### config.mk
export PLATFORM = sky130hd
export DESIGN_NAME = rename_unit
export DESIGN_NICKNAME = d
export VERILOG_FILES = /design/src/source/rename_pkg.sv /design/src/source/checkpoint_if.sv /design/src/source/rename_unit.sv /design/src/source/checkpoint_store.sv /design/src/source/map_table.sv /design/src/source/free_list.sv
export SDC_FILE = /design/constraint.sdc
export NUM_CORES = 1
export LEC_CHECK = 0
export ABC_AREA = 1
export BUFFER_PORTS_ARGS = -buffer_cell sky130_fd_sc_hd__buf_2
export CORE_MARGIN = 2
export CORE_UTILIZATION = 60
export CTS_CLUSTER_SIZE = 8
export DETAILED_ROUTE_END_ITERATION = 10
export GPL_TIMING_DRIVEN = 0
export PLACE_DENSITY = 0.76
export SLEW_MARGIN = 20
export SYNTH_ARGS = -nofsm -noshare
export SYNTH_HDL_FRONTEND = slang
export SYNTH_SLANG_ARGS = --single-unit
### constraint.sdc
create_clock -name clock -period 6.4 [get_ports clock]
set_input_delay 1.28 -clock clock [delete_from_list [all_inputs] [get_ports clock]]
set_output_delay 1.28 -clock clock [all_outputs]
set_load 0.02 [all_outputs]
### src/source/rename_pkg.sv
package rename_pkg;

	// architectural register count, also where the free list fill starts
	localparam int NUM_ARCH_REG = 8;

	// physical register file size
	localparam int NUM_PHYS_REG = 16;

	// registers not bound to an architectural name at reset
	localparam int FL_SIZE = NUM_PHYS_REG - NUM_ARCH_REG;

	// architectural register index
	typedef logic [$clog2(NUM_ARCH_REG)-1:0] arch_reg_t;

	// physical register tag
	typedef logic [$clog2(NUM_PHYS_REG)-1:0] phys_reg_t;

	// free entry count, 0 up to FL_SIZE inclusive, doubles as the tail pointer
	typedef logic [$clog2(FL_SIZE):0] fl_count_t;

	// position inside the free list
	typedef logic [$clog2(FL_SIZE)-1:0] fl_index_t;

	// whole free list, entry 0 is the head
	typedef phys_reg_t [FL_SIZE-1:0] fl_array_t;

	// whole map table, indexed by architectural register
	typedef phys_reg_t [NUM_ARCH_REG-1:0] map_array_t;

endpackage
### src/source/checkpoint_if.sv
`timescale 1ns/10ps

interface checkpoint_if;

	// strobes from the checkpoint store
	logic take;
	logic restore;

	// live state shown to the store
	rename_pkg::fl_array_t fl_snapshot;
	rename_pkg::fl_count_t tail_snapshot;
	rename_pkg::map_array_t map_snapshot;

	// saved state handed back on a mispredict
	rename_pkg::fl_array_t fl_restore;
	rename_pkg::fl_count_t tail_restore;
	rename_pkg::map_array_t map_restore;

	// single branch checkpoint
	modport store (
		output take,
		output restore,
		output fl_restore,
		output tail_restore,
		output map_restore,
		input  fl_snapshot,
		input  tail_snapshot,
		input  map_snapshot
	);

	// free list side
	modport free (
		output fl_snapshot,
		output tail_snapshot,
		input  restore,
		input  fl_restore,
		input  tail_restore
	);

	// map table side
	modport map (
		output map_snapshot,
		input  restore,
		input  map_restore
	);

endinterface

### src/source/rename_unit.sv
`timescale 1ns/10ps

module rename_unit (
	input  logic clock,
	input  logic reset,
	input  logic dispatch_valid,
	input  rename_pkg::arch_reg_t arch_src1,
	input  rename_pkg::arch_reg_t arch_src2,
	input  rename_pkg::arch_reg_t arch_dest,
	input  logic retire_valid,
	input  rename_pkg::phys_reg_t retire_reg,
	input  logic branch_dispatch,
	input  logic branch_mispredict,
	input  logic branch_correct,
	output rename_pkg::phys_reg_t phys_src1,
	output rename_pkg::phys_reg_t phys_src2,
	output rename_pkg::phys_reg_t phys_dest,
	output rename_pkg::phys_reg_t phys_old,
	output logic stall,
	output rename_pkg::fl_count_t num_free
);

	// free list to map table
	logic grant;
	rename_pkg::phys_reg_t new_reg;

	// snapshot and restore bus around the checkpoint
	checkpoint_if ckpt_bus ();

	// head of the free list is the new destination
	assign phys_dest = new_reg;

	free_list free_list_i (
		.clock          (clock),
		.reset          (reset),
		.dispatch_valid (dispatch_valid),
		.retire_valid   (retire_valid),
		.retire_reg     (retire_reg),
		.grant          (grant),
		.new_reg        (new_reg),
		.stall          (stall),
		.num_free       (num_free),
		.ckpt           (ckpt_bus.free)
	);

	map_table map_table_i (
		.clock     (clock),
		.reset     (reset),
		.grant     (grant),
		.arch_src1 (arch_src1),
		.arch_src2 (arch_src2),
		.arch_dest (arch_dest),
		.new_reg   (new_reg),
		.phys_src1 (phys_src1),
		.phys_src2 (phys_src2),
		.phys_old  (phys_old),
		.ckpt      (ckpt_bus.map)
	);

	checkpoint_store checkpoint_store_i (
		.clock             (clock),
		.reset             (reset),
		.branch_dispatch   (branch_dispatch),
		.branch_mispredict (branch_mispredict),
		.branch_correct    (branch_correct),
		.retire_valid      (retire_valid),
		.retire_reg        (retire_reg),
		.ckpt              (ckpt_bus.store)
	);

endmodule

### src/source/checkpoint_store.sv
`timescale 1ns/10ps

module checkpoint_store (
	input  logic clock,
	input  logic reset,
	input  logic branch_dispatch,
	input  logic branch_mispredict,
	input  logic branch_correct,
	input  logic retire_valid,
	input  rename_pkg::phys_reg_t retire_reg,
	checkpoint_if.store ckpt
);

	// one outstanding branch at most
	logic valid;

	// saved copy of map and free list
	rename_pkg::map_array_t saved_map;
	rename_pkg::fl_array_t saved_fl;
	rename_pkg::fl_count_t saved_tail;

	// list the retire is appended to, either live or saved
	rename_pkg::fl_array_t base_fl;
	rename_pkg::fl_count_t base_tail;
	rename_pkg::fl_array_t append_fl;
	rename_pkg::fl_count_t append_tail;

	// strobes are qualified with the valid flag so a stray branch event is harmless
	assign ckpt.take = branch_dispatch && !valid;
	assign ckpt.restore = branch_mispredict && valid;

	// on a take the saved copy starts from the live list
	assign base_fl = ckpt.take ? ckpt.fl_snapshot : saved_fl;
	assign base_tail = ckpt.take ? ckpt.tail_snapshot : saved_tail;

	// retires are committed work, they belong in the saved copy too
	always_comb begin
		append_fl = base_fl;
		append_tail = base_tail;
		if (retire_valid && base_tail != rename_pkg::fl_count_t'(rename_pkg::FL_SIZE)) begin
			append_fl[rename_pkg::fl_index_t'(base_tail)] = retire_reg;
			append_tail = base_tail + 1'b1;
		end
	end

	// restore values include a retire from the mispredict cycle itself
	assign ckpt.fl_restore = append_fl;
	assign ckpt.tail_restore = append_tail;
	assign ckpt.map_restore = saved_map;

	always_ff @(posedge clock) begin
		if (reset) begin
			valid <= 1'b0;
		end else if (ckpt.take) begin
			valid <= 1'b1;
		end else if (branch_mispredict || branch_correct) begin
			// resolved either way, the copy is no longer needed
			valid <= 1'b0;
		end
	end

	always_ff @(posedge clock) begin
		if (ckpt.take) begin
			saved_map <= ckpt.map_snapshot;
		end
		if (ckpt.take || valid) begin
			saved_fl <= append_fl;
			saved_tail <= append_tail;
		end
	end

	// only one checkpoint, a second branch must wait for the first to resolve
	a_take_single: assert property (
		@(posedge clock) disable iff (reset)
		branch_dispatch |-> !valid
	);

	// resolution without an outstanding branch points at a front end bug
	a_resolve_valid: assert property (
		@(posedge clock) disable iff (reset)
		(branch_mispredict || branch_correct) |-> valid
	);

endmodule

### src/source/map_table.sv
`timescale 1ns/10ps

module map_table (
	input  logic clock,
	input  logic reset,
	input  logic grant,
	input  rename_pkg::arch_reg_t arch_src1,
	input  rename_pkg::arch_reg_t arch_src2,
	input  rename_pkg::arch_reg_t arch_dest,
	input  rename_pkg::phys_reg_t new_reg,
	output rename_pkg::phys_reg_t phys_src1,
	output rename_pkg::phys_reg_t phys_src2,
	output rename_pkg::phys_reg_t phys_old,
	checkpoint_if.map ckpt
);

	// current physical name of each architectural register
	rename_pkg::map_array_t map;
	rename_pkg::map_array_t next_map;

	// source lookups see the table before this instruction's own write
	// so an instruction reading its own destination gets the older producer
	assign phys_src1 = map[arch_src1];
	assign phys_src2 = map[arch_src2];

	// previous owner of the destination, freed when this instruction retires
	assign phys_old = map[arch_dest];

	// live copy for the checkpoint store
	assign ckpt.map_snapshot = map;

	always_comb begin
		next_map = map;
		if (ckpt.restore) begin
			// mispredict reloads the whole table
			// any rename in the same cycle is on the wrong path and is dropped
			next_map = ckpt.map_restore;
		end else if (grant) begin
			// only granted dispatches rename
			// a stalled dispatch leaves the table alone
			next_map[arch_dest] = new_reg;
		end
	end

	always_ff @(posedge clock) begin
		if (reset) begin
			// identity mapping, arch i on phys i
			for (int i = 0; i < rename_pkg::NUM_ARCH_REG; i++) begin
				map[i] <= rename_pkg::phys_reg_t'(i);
			end
		end else begin
			map <= next_map;
		end
	end

endmodule

### src/source/free_list.sv
`timescale 1ns/10ps

module free_list (
	input  logic clock,
	input  logic reset,
	input  logic dispatch_valid,
	input  logic retire_valid,
	input  rename_pkg::phys_reg_t retire_reg,
	output logic grant,
	output rename_pkg::phys_reg_t new_reg,
	output logic stall,
	output rename_pkg::fl_count_t num_free,
	checkpoint_if.free ckpt
);

	// queue storage with the head at entry 0
	rename_pkg::fl_array_t list;
	rename_pkg::fl_array_t next_list;

	// tail points at the first unused slot and equals the free count
	rename_pkg::fl_count_t tail;
	rename_pkg::fl_count_t next_tail;

	logic empty;
	logic full;

	assign empty = (tail == '0);
	assign full = (tail == rename_pkg::fl_count_t'(rename_pkg::FL_SIZE));

	// a dispatch only gets a register when one is left
	assign grant = dispatch_valid && !empty;
	assign new_reg = list[0];
	assign stall = empty;
	assign num_free = tail;

	// live copy for the checkpoint store
	assign ckpt.fl_snapshot = list;
	assign ckpt.tail_snapshot = tail;

	always_comb begin
		next_list = list;
		next_tail = tail;
		if (ckpt.restore) begin
			// mispredict wins over dispatch and retire
			// the restore values already carry a same-cycle retire
			next_list = ckpt.fl_restore;
			next_tail = ckpt.tail_restore;
		end else if (grant && retire_valid) begin
			// pop and push together so the count stays put
			for (int i = 0; i < rename_pkg::FL_SIZE - 1; i++) begin
				next_list[i] = list[i + 1];
			end
			// the retired tag lands in the slot the shift just vacated
			next_list[rename_pkg::fl_index_t'(tail - 1'b1)] = retire_reg;
		end else if (grant) begin
			// pop only so everything moves one place toward the head
			for (int i = 0; i < rename_pkg::FL_SIZE - 1; i++) begin
				next_list[i] = list[i + 1];
			end
			next_tail = tail - 1'b1;
		end else if (retire_valid && !full) begin
			// push only and also taken when the list is empty
			next_list[rename_pkg::fl_index_t'(tail)] = retire_reg;
			next_tail = tail + 1'b1;
		end
	end

	always_ff @(posedge clock) begin
		if (reset) begin
			// physical 0..7 hold the identity mapping
			// so the list starts with 8..15 in order
			for (int i = 0; i < rename_pkg::FL_SIZE; i++) begin
				list[i] <= rename_pkg::phys_reg_t'(rename_pkg::NUM_ARCH_REG + i);
			end
			tail <= rename_pkg::fl_count_t'(rename_pkg::FL_SIZE);
		end else begin
			list <= next_list;
			tail <= next_tail;
		end
	end

	// a full list can take a retire only if a dispatch frees a slot the same cycle
	// anything else means a register was freed twice somewhere upstream
	a_no_push_full: assert property (
		@(posedge clock) disable iff (reset)
		(retire_valid && full && !ckpt.restore) |-> grant
	);

	// a pop from an empty list or a bad restore would wrap the count past FL_SIZE
	a_no_pop_empty: assert property (
		@(posedge clock) disable iff (reset)
		tail <= rename_pkg::fl_count_t'(rename_pkg::FL_SIZE)
	);

endmodule

==> metrics, run 1 <==
status finished, final reports clean; Seq/Total Area, Yosys 41.4%; chip width 121 um; Async S/R FF share, synth 0%; Synth top area share 24.7%; critical path required time 5.12 ns; CTS root buf clkbuf_16; Min-Delay Path Class reg -> reg; fin crit share 62.8%; Yosys cell types 43; detailed-route via count 8387; Mapped Nets 1185; Final Total Pwr 2950 uW; crit start category input pin; r2r setup slk 3.59 ns; EDFF count, synth 68; Max-slew headroom 36.5%; H-tree depth 4; die footprint 0.0147 mm^2; initial antenna violation count 0; Static Leak 0.00402 uW; vias per cell 5.96; Core ar. 0.0133 mm^2; initial core utilization 61.9%; layout cell share with drive strength beyond 1 10.6%; DRC Markers 0; most frequent cells in the layout 318 x nand2_1, 128 x inv_1, 127 x o21ai_0; Post-DP HPWL 19000 um; remaining global-route overflow 0; syn_area_per_cell 7.10 um^2; hold path start checkpoint_store_i.ckpt.map_restore[26]$_DFFE_PP_; ys flop type dfxtp_1; CP Capture Type output port; Diodes inserted 0; Layout area overhead 12.4%; Num Clock Sinks 137; GRT Total Usage 36.9%; hold_buf cts 0; total CTS buffers 17; R2R depth 14; Final Max Tran Viols 0; FF+latch count, synth 137; register area 0.00342 mm^2; Synthesis Warnings 0; Site Rows 42; post-CTS sizing 0; RSZ-0062 raised after global routing false; DR WL/cell 18.8 um; top cells by area, synth edfxtp_1 25%, dfxtp_1 17%, nand2_1 14%, o21ai_0 7.7%, inv_1 5.8%; most common cell after layout, fill and taps aside nand2_1; # Post-CTS Setup Buffers 0; total wire length 26500 um; Clock Skew 0.0118 ns; Worst Path Arrival 2.74 ns; Peak Freq 249 MHz; Post-Syn Area 0.00826 mm^2; largest net degree at the start of global routing 42; final net count 1240; I/O pin count 41; drt pass-1 iters 6; Die Y 121 um; Synth area leader edfxtp_1; endpoints failing setup 0; maxcap violations 0; setup TNS 0 ns; worst r2r src free_list_i.ckpt.tail_snapshot[0]$_SDFFE_PP0P_; I/O Buffers 35; Worst IR Drop VDD 0.225 mV; DRT iter0 DRCs 910; worst-skew pair later-pin latency 0.44 ns; via count of the first global-routing pass 7893; footprint of the multi-input gates 0.00404 mm^2; Final Wtd Congestion 1.04; first-pass GRT wire length 41300 um; final hold vios 0; Max Fanout on Critical Path 10; Antenna Violating Nets Remaining 0; clock slew seen by the registers of the worst setup and hold paths 0.06 ns; Max Buffers Root-to-Sink 2; fillers 1171; worst slew pin tran 0.953 ns; Final min period 4.02 ns; CTS tree yes; CP startpoint arch_src1[0]; Crit Reg-Reg Endpoint free_list_i.ckpt.fl_snapshot[12]$_SDFFE_PP1P_; CP Class in -> out; Gate Count Post-Synth 1163; fin util 69.6%; Critical Path Sink phys_src1[2]; PD cells 318 mW/mm^2
critical path: stages:
cell	delay, ns
clkbuf_1	0.27
clkbuf_1	0.38
a21oi_1	0.13
a221oi_1	0.42
a31oi_1	0.07
buf_2	0.18
layout make-up:
cell class                 instances  share of cell area (%)
tap                              176                    2.37
buffer                            61                    3.03
multi-input combinational        827                    43.5
timing repair buffer              36                    2.18
sequential                       137                    36.9
clock buffer                      22                    5.35
inverter                         138                    5.58
clock inverter                    10                    1.13
stage by stage:
step	std cells	hold slack [ns]	area [um^2]	setup WS, ns
floorplan	1163	0.430	8260	2.69
global placement	1374	0.437	8650	2.45
detailed placement	1375	0.446	8680	2.42
CTS	1407	0.462	9290	2.41
global route	1407	0.474	9290	2.27
finish	1407	0.459	9290	2.38
how the worst min path moves through the flow:
stage,to,slack (ns),depth (start not counted)
final,map_table_i.ckpt.map_snapshot[26]$_SDFFE_PP1P_,0.46,2
after global placement,checkpoint_store_i.ckpt.map_restore[10]$_DFFE_PP_,0.44,0
after global routing,checkpoint_store_i.ckpt.map_restore[10]$_DFFE_PP_,0.47,0
after floorplan,checkpoint_store_i.ckpt.map_restore[10]$_DFFE_PP_,0.43,0
after CTS,map_table_i.ckpt.map_snapshot[12]$_SDFFE_PP1P_,0.46,2
after detailed placement,map_table_i.ckpt.map_snapshot[12]$_SDFFE_PP1P_,0.45,2
cells by family (layout without fill, tap and decap cells):
group,Yosys count,in the layout,synth area share [%]
DFF,137,137,41.4
AOI/OAI and AO/OA,306,306,21.1
adders and majority gates,2,2,0.303
xor gates and xnor gates,2,2,0.212
muxes,1,1,0.121
buffers and inverters,199,267,9.68
and+or+nand+nor,516,516,27.1
report_power, final:
part / switching, uW / internal [uW]
Sequential: 68.4 / 1050
Clock: 404 / 597
Combinational: 583 / 250
Yosys cell counts, drive strengths merged, types with 9 or more instances:
cell type,n
nand4,15
inv,135
o21ai,146
clkbuf,32
a31oi,26
nand3,90
o211ai,24
o21a,10
dfxtp,69
nor2,61
nand2,330
edfxtp,68
a221oi,9
buf,29
and2,11
a21oi,80
routing by layer:
layer  vias up  global-route usage, %  wire length (um)
met5         -                      0                 0
met2       463                   59.7             12200
li1       4034                      -                 -
met1      3782                   45.3             10600
met4         0                   22.5              1450
met3       108                   7.47              2190
Power figures use the tool's default switching activity.
==> run 2, diff against run 1 <==
--- a/config.mk
+++ b/config.mk
@@ -8,11 +8,11 @@
 export ABC_AREA = 1
 export BUFFER_PORTS_ARGS = -buffer_cell sky130_fd_sc_hd__buf_2
 export CORE_MARGIN = 2
-export CORE_UTILIZATION = 60
+export CORE_UTILIZATION = 56
 export CTS_CLUSTER_SIZE = 8
 export DETAILED_ROUTE_END_ITERATION = 10
 export GPL_TIMING_DRIVEN = 0
-export PLACE_DENSITY = 0.76
+export PLACE_DENSITY = 0.75
 export SLEW_MARGIN = 20
 export SYNTH_ARGS = -nofsm -noshare
 export SYNTH_HDL_FRONTEND = slang
==> constraint.sdc (replaced) <==
create_clock -name clock -period 3.5 [get_ports clock]
set_input_delay 0.7 -clock clock [delete_from_list [all_inputs] [get_ports clock]]
set_output_delay 0.7 -clock clock [all_outputs]
set_load 0.02 [all_outputs]
==> run 2 against run 1 <==
  * Non-clock buffer count did not move
  * Clock skew shrank 0.0050 ns
  * Largest cell class unchanged
  * Power up 80%
  * Flip-flop and latch count stayed put
  * Worst hold slack worse by 0.0035 ns
  * First-iteration DRC count decreased by 13%
  * Design area decreased by 0.31%
==> metrics, run 2 (synthesis gave the netlist of run 1 again) <==
status finished, final reports clean; setup TNS 0 ns; final hold vios 0; H-tree depth 4; Max Buffers Root-to-Sink 2; DRC Markers 0; chip width 125 um; vias per cell 5.98; die footprint 0.0157 mm^2; first-pass GRT wire length 42400 um; drt pass-1 iters 8; endpoints failing setup 0; Max Fanout on Critical Path 10; initial antenna violation count 0; final net count 1240; Worst IR Drop VDD 0.404 mV; worst slew pin tran 0.942 ns; Core ar. 0.0145 mm^2; Static Leak 0.00399 uW; DR WL/cell 18.9 um; total CTS buffers 17; Site Rows 44; Max Used Layer met4; clock slew seen by the registers of the worst setup and hold paths 0.06 ns; most frequent cells in the layout 318 x nand2_1, 128 x inv_1, 127 x o21ai_0; DRT iter0 DRCs 793; total wire length 26700 um; initial core utilization 57.0%; Crit path top cell by count nand2_1; Worst Path Arrival 3.15 ns; Layout area overhead 12.1%; metal2 WL 12700 um; # Post-CTS Setup Buffers 0; CP Capture Type register; Num Clock Sinks 137; Final min period 2.81 ns; crit start category register; Antenna Violating Nets Remaining 0; detailed-route via count 8461; Final Wtd Congestion 1.02; maxcap violations 0; Post-DP HPWL 19400 um; I/O pin count 41; CP max-delay cell dfxtp_1; via count of the first global-routing pass 7967; RSZ-0062 raised after global routing false; Die Y 125 um; CTS tree yes; largest stage delay on the critical path 0.38 ns; setup slack after layout 0.686 ns; Diodes inserted 0; layout cell share with drive strength beyond 1 10.6%; final instance area 0.00926 mm^2; Peak Freq 355 MHz; metal3 WL 2190 um; Final Max Tran Viols 0; Min-Delay Path Class reg -> reg; Clock Skew 0.00679 ns; met1 WL 10600 um; worst-skew pair later-pin latency 0.44 ns; hold_buf cts 0; CP Class reg -> reg; post-CTS sizing 0; largest net degree at the start of global routing 42; critical path required time 3.83 ns; I/O Buffers 35; remaining global-route overflow 0; CTS root buf clkbuf_16; GRT Total Usage 34.4%; Area after DPL 0.00869 mm^2; fin crit share 80.4%; Placement Setup Slack 0.643 ns; PD cells 575 mW/mm^2; cells along the critical path buf_4 -> inv_2 -> buf_2 -> ha_1 -> nand2_1 -> nand2_2 -> buf_2 -> inv_2 -> nand3_1 -> o21ai_0 -> nand2_1 -> nand3_1 -> nand2_1 -> nand2_1; Max-slew headroom 37.2%; most common cell after layout, fill and taps aside nand2_1
==> run 2: cell count changes in the layout (fill, tap and decap cells not counted), sizes merged <==
cell,before,now
clkbuf,54,52
clkinvlp,3,5
==> run 2: worst paths after layout <==
path                                                                   startpoint                                              to  slack [ns]  depth (start not counted)
worst min-delay path            checkpoint_store_i.ckpt.map_restore[20]$_DFFE_PP_  map_table_i.ckpt.map_snapshot[20]$_SDFFE_PP1P_        0.46                          2
worst min register to register  checkpoint_store_i.ckpt.map_restore[20]$_DFFE_PP_  map_table_i.ckpt.map_snapshot[20]$_SDFFE_PP1P_        0.46                          2
worst max register to register     free_list_i.ckpt.tail_snapshot[0]$_SDFFE_PP0P_   free_list_i.ckpt.fl_snapshot[13]$_SDFFE_PP1P_        0.69                         14
worst max-delay path               free_list_i.ckpt.tail_snapshot[0]$_SDFFE_PP0P_   free_list_i.ckpt.fl_snapshot[13]$_SDFFE_PP1P_        0.69                         14
==> run 2: metal layers <==
| metal | global-route usage (%) | vias to the layer above |
|---|---|---|
| li1 | - | 4036 |
| met4 | 17.7 | 0 |
| met3 | 6.85 | 90 |
| met5 | 0 | - |
| met1 | 43.0 | 3896 |
| met2 | 56.5 | 439 |
==> run 2: worst max-delay path: cells and delay by family (launching register included) <==
kind / cells / cell delay, ns
compound gates: 1 / 0.23
fa+ha+maj: 1 / 0.28
buf+inv: 5 / 0.90
flops: 1 / 0.38
simple gates: 7 / 0.91
==> run 2: layout make-up <==
class                   instances  area [um^2]
fillers                      1350         5220
multi-input cells             827         4040
flip-flops and latches        137         3420
inverters                     138          518
clock buffers                  20          447
plain buffers                  61          282
well taps                     184          230
repair buffers                 36          203
clock inverters                12          116
==> run 2: stage by stage <==
step,hold slack (ns),std cells,power [uW],utilization (%)
2_1_floorplan,0.430,1163,3110,-
3_3_place_gp,0.440,1382,3530,59.8
3_5_place_dp,0.446,1383,3550,60.1
4_1_cts,0.459,1415,5280,63.9
5_1_grt,0.474,1415,5560,63.9
6_report,0.455,1415,5320,63.9
==> run 2: report_power, final <==
part | internal, uW | total [uW] | leakage [uW] | switching, uW
Combinational | 457 | 1520 | 0.00251 | 1070
Sequential | 1920 | 2050 | 0.00122 | 126
Clock | 1000 | 1750 | 0.000260 | 749
==> run 3, diff against run 2 <==
--- a/config.mk
+++ b/config.mk
@@ -8,11 +8,11 @@
 export ABC_AREA = 1
 export BUFFER_PORTS_ARGS = -buffer_cell sky130_fd_sc_hd__buf_2
 export CORE_MARGIN = 2
-export CORE_UTILIZATION = 56
+export CORE_UTILIZATION = 60
 export CTS_CLUSTER_SIZE = 8
 export DETAILED_ROUTE_END_ITERATION = 10
 export GPL_TIMING_DRIVEN = 0
-export PLACE_DENSITY = 0.75
+export PLACE_DENSITY = 0.76
 export SLEW_MARGIN = 20
 export SYNTH_ARGS = -nofsm -noshare
 export SYNTH_HDL_FRONTEND = slang
==> constraint.sdc (replaced) <==
create_clock -name clock -period 2.8 [get_ports clock]
set_input_delay 0.56 -clock clock [delete_from_list [all_inputs] [get_ports clock]]
set_output_delay 0.56 -clock clock [all_outputs]
set_load 0.02 [all_outputs]
==> run 3 against run 2 <==
  * Flip-flop and latch count did not move
  * Worst setup slack got worse by 0.52 ns
  * Critical path type unchanged
  * Via count barely moved
  * First-iteration DRC count rose by 15%
  * Count of clock-buffer cells in the layout rose by 2
  * Critical path depth did not move
  * Clock skew rose by 0.0030 ns
  * Final cell count fell by 0.57%
  * Wire length fell by 0.28%
  * Clock power rose by 31%
  * Die area fell by 6.5%
  * Combinational power rose by 26%
==> metrics, run 3 (synthesis gave the netlist of run 1 again) <==
sequential power share 37.8%; initial antenna violation count 0; total wire length 26600 um; Max Buffers Root-to-Sink 2; most frequent cells in the layout 318 x nand2_1, 128 x inv_1, 126 x o21ai_0; Layout area overhead 12.6%; Max Used Layer met4; Comb pwr share 28.3%; hold path start branch_correct; Worst Path Arrival 2.94 ns; DRT iter0 DRCs 910; Internal 4340 uW; Crit Reg-Reg Endpoint free_list_i.new_reg[3]$_SDFFE_PP1P_; metal2 WL 12300 um; worst-skew pair later-pin latency 0.44 ns; initial core utilization 61.9%; fillers 1169; Diodes inserted 0; maxcap violations 0; Max Fanout on Critical Path 10; Max-slew headroom 36.1%; die footprint 0.0147 mm^2; fin crit share 94.2%; total CTS buffers 17; worst slew pin tran 0.958 ns; I/O Buffers 35; vias per cell 6.01; most common cell after layout, fill and taps aside nand2_1; GRT Total Usage 36.9%; DR WL/cell 18.9 um; hold_buf cts 0; I/O pin count 41; H-tree depth 4; PD cells 727 mW/mm^2; Core ar. 0.0133 mm^2; metal3 WL 2460 um; Net Sw Power 2420 uW; Sw Share 35.8%; status finished, final reports clean; Worst Hold Endpoint checkpoint_store_i.valid$_SDFFE_PP0P_; Final min period 2.64 ns; met1 WL 10500 um; remaining global-route overflow 0; CP max-delay cell dfxtp_2; CP Class reg -> reg; Site Rows 42; cells along the critical path buf_4 -> inv_2 -> buf_2 -> ha_1 -> nand2_1 -> nand2_2 -> clkbuf_4 -> inv_2 -> nand3_1 -> a21oi_1 -> nor2_1 -> nand2_1 -> nand2_1 -> nand2_1; endpoints failing setup 0; # Post-CTS Setup Buffers 0; Min-Delay Path Class in -> reg; clock slew seen by the registers of the worst setup and hold paths 0.06 ns; final hold vios 0; layout cell share with drive strength beyond 1 11.1%; fin util 69.7%; r2r setup slk 0.16 ns; first-pass GRT wire length 41300 um; Peak Freq 379 MHz; hold path depth 4; Static Leak 0.00402 uW; final net count 1240; setup TNS 0 ns; DRC Markers 0; chip width 121 um; largest stage delay on the critical path 0.35 ns; Worst IR Drop VDD 0.518 mV; Crit path top cell by count nand2_1; CTS root buf clkbuf_16; largest net degree at the start of global routing 42; Die Y 121 um; worst r2r src free_list_i.ckpt.tail_snapshot[0]$_SDFFE_PP0P_; Post-DP HPWL 19000 um; RSZ-0062 raised after global routing false; Final Max Tran Viols 0; Antenna Violating Nets Remaining 0; clock share of power 33.9%; Num Clock Sinks 137; Final Wtd Congestion 1.04; detailed-route via count 8456; CTS tree yes; Clock Skew 0.00984 ns; Final Total Pwr 6760 uW; critical path required time 3.10 ns; drt pass-1 iters 5; CP Capture Type register; R2R depth 14; via count of the first global-routing pass 7893; crit start category register
==> run 3: worst max-delay path: cells and delay by family (launching register included) <==
kind | cells | cell delay (ns)
compound gates | 1 | 0.12
flops | 1 | 0.35
fa+ha+maj | 1 | 0.29
simple gates | 7 | 0.92
buf+inv | 5 | 0.82
==> run 3: what timing repair did <==
item	CTS	global route
endpoints found under the setup margin	0	13
resized for setup	0	9
endpoints found under the hold margin	0	0
==> run 3: metrics by stage <==
step	std cells	setup slack, ns	instance area, um^2	hold WS, ns
CTS	1407	0.0903	9290	0.403
global placement	1374	0.132	8650	0.437
global route	1407	0.0310	9300	0.435
detailed placement	1375	0.129	8680	0.446
finish	1407	0.162	9300	0.395
floorplan	1163	0.529	8260	0.430
==> run 3: layout make-up <==
class	instances	area, um^2	share of cell area (%)
inverters	138	518	5.57
flip-flops and latches	137	3420	36.8
plain buffers	61	285	3.07
well taps	176	220	2.37
clock buffers	22	497	5.34
clock inverters	10	105	1.13
repair buffers	36	203	2.18
multi-input cells	827	4050	43.5
==> run 3: worst max-delay path by stage <==
stage                                                        start                                        endpoint
floorplan                                             arch_src1[0]                                    phys_src1[0]
global placement                                   branch_dispatch   free_list_i.ckpt.fl_snapshot[12]$_SDFFE_PP1P_
detailed placement                                 branch_dispatch   free_list_i.ckpt.fl_snapshot[12]$_SDFFE_PP1P_
CTS                 free_list_i.ckpt.tail_snapshot[0]$_SDFFE_PP0P_   free_list_i.ckpt.fl_snapshot[12]$_SDFFE_PP1P_
global route        free_list_i.ckpt.tail_snapshot[0]$_SDFFE_PP0P_  map_table_i.ckpt.map_snapshot[16]$_SDFFE_PP0P_
finish              free_list_i.ckpt.tail_snapshot[0]$_SDFFE_PP0P_             free_list_i.new_reg[3]$_SDFFE_PP1P_
==> run 3: power groups by stage <==
stage	Combinational, uW	Sequential, uW	Clock (uW)
floorplan	1330	2560	0
global placement	1810	2590	0
detailed placement	1840	2590	0
CTS	1860	2550	2280
global route	2100	2580	2360
finish	1910	2560	2290
==> run 3: layer usage <==
layer	global-route usage, %	vias up
met4	22.5	0
met3	7.47	114
met2	59.7	482
met1	45.3	3826
li1	-	4034
met5	0	-
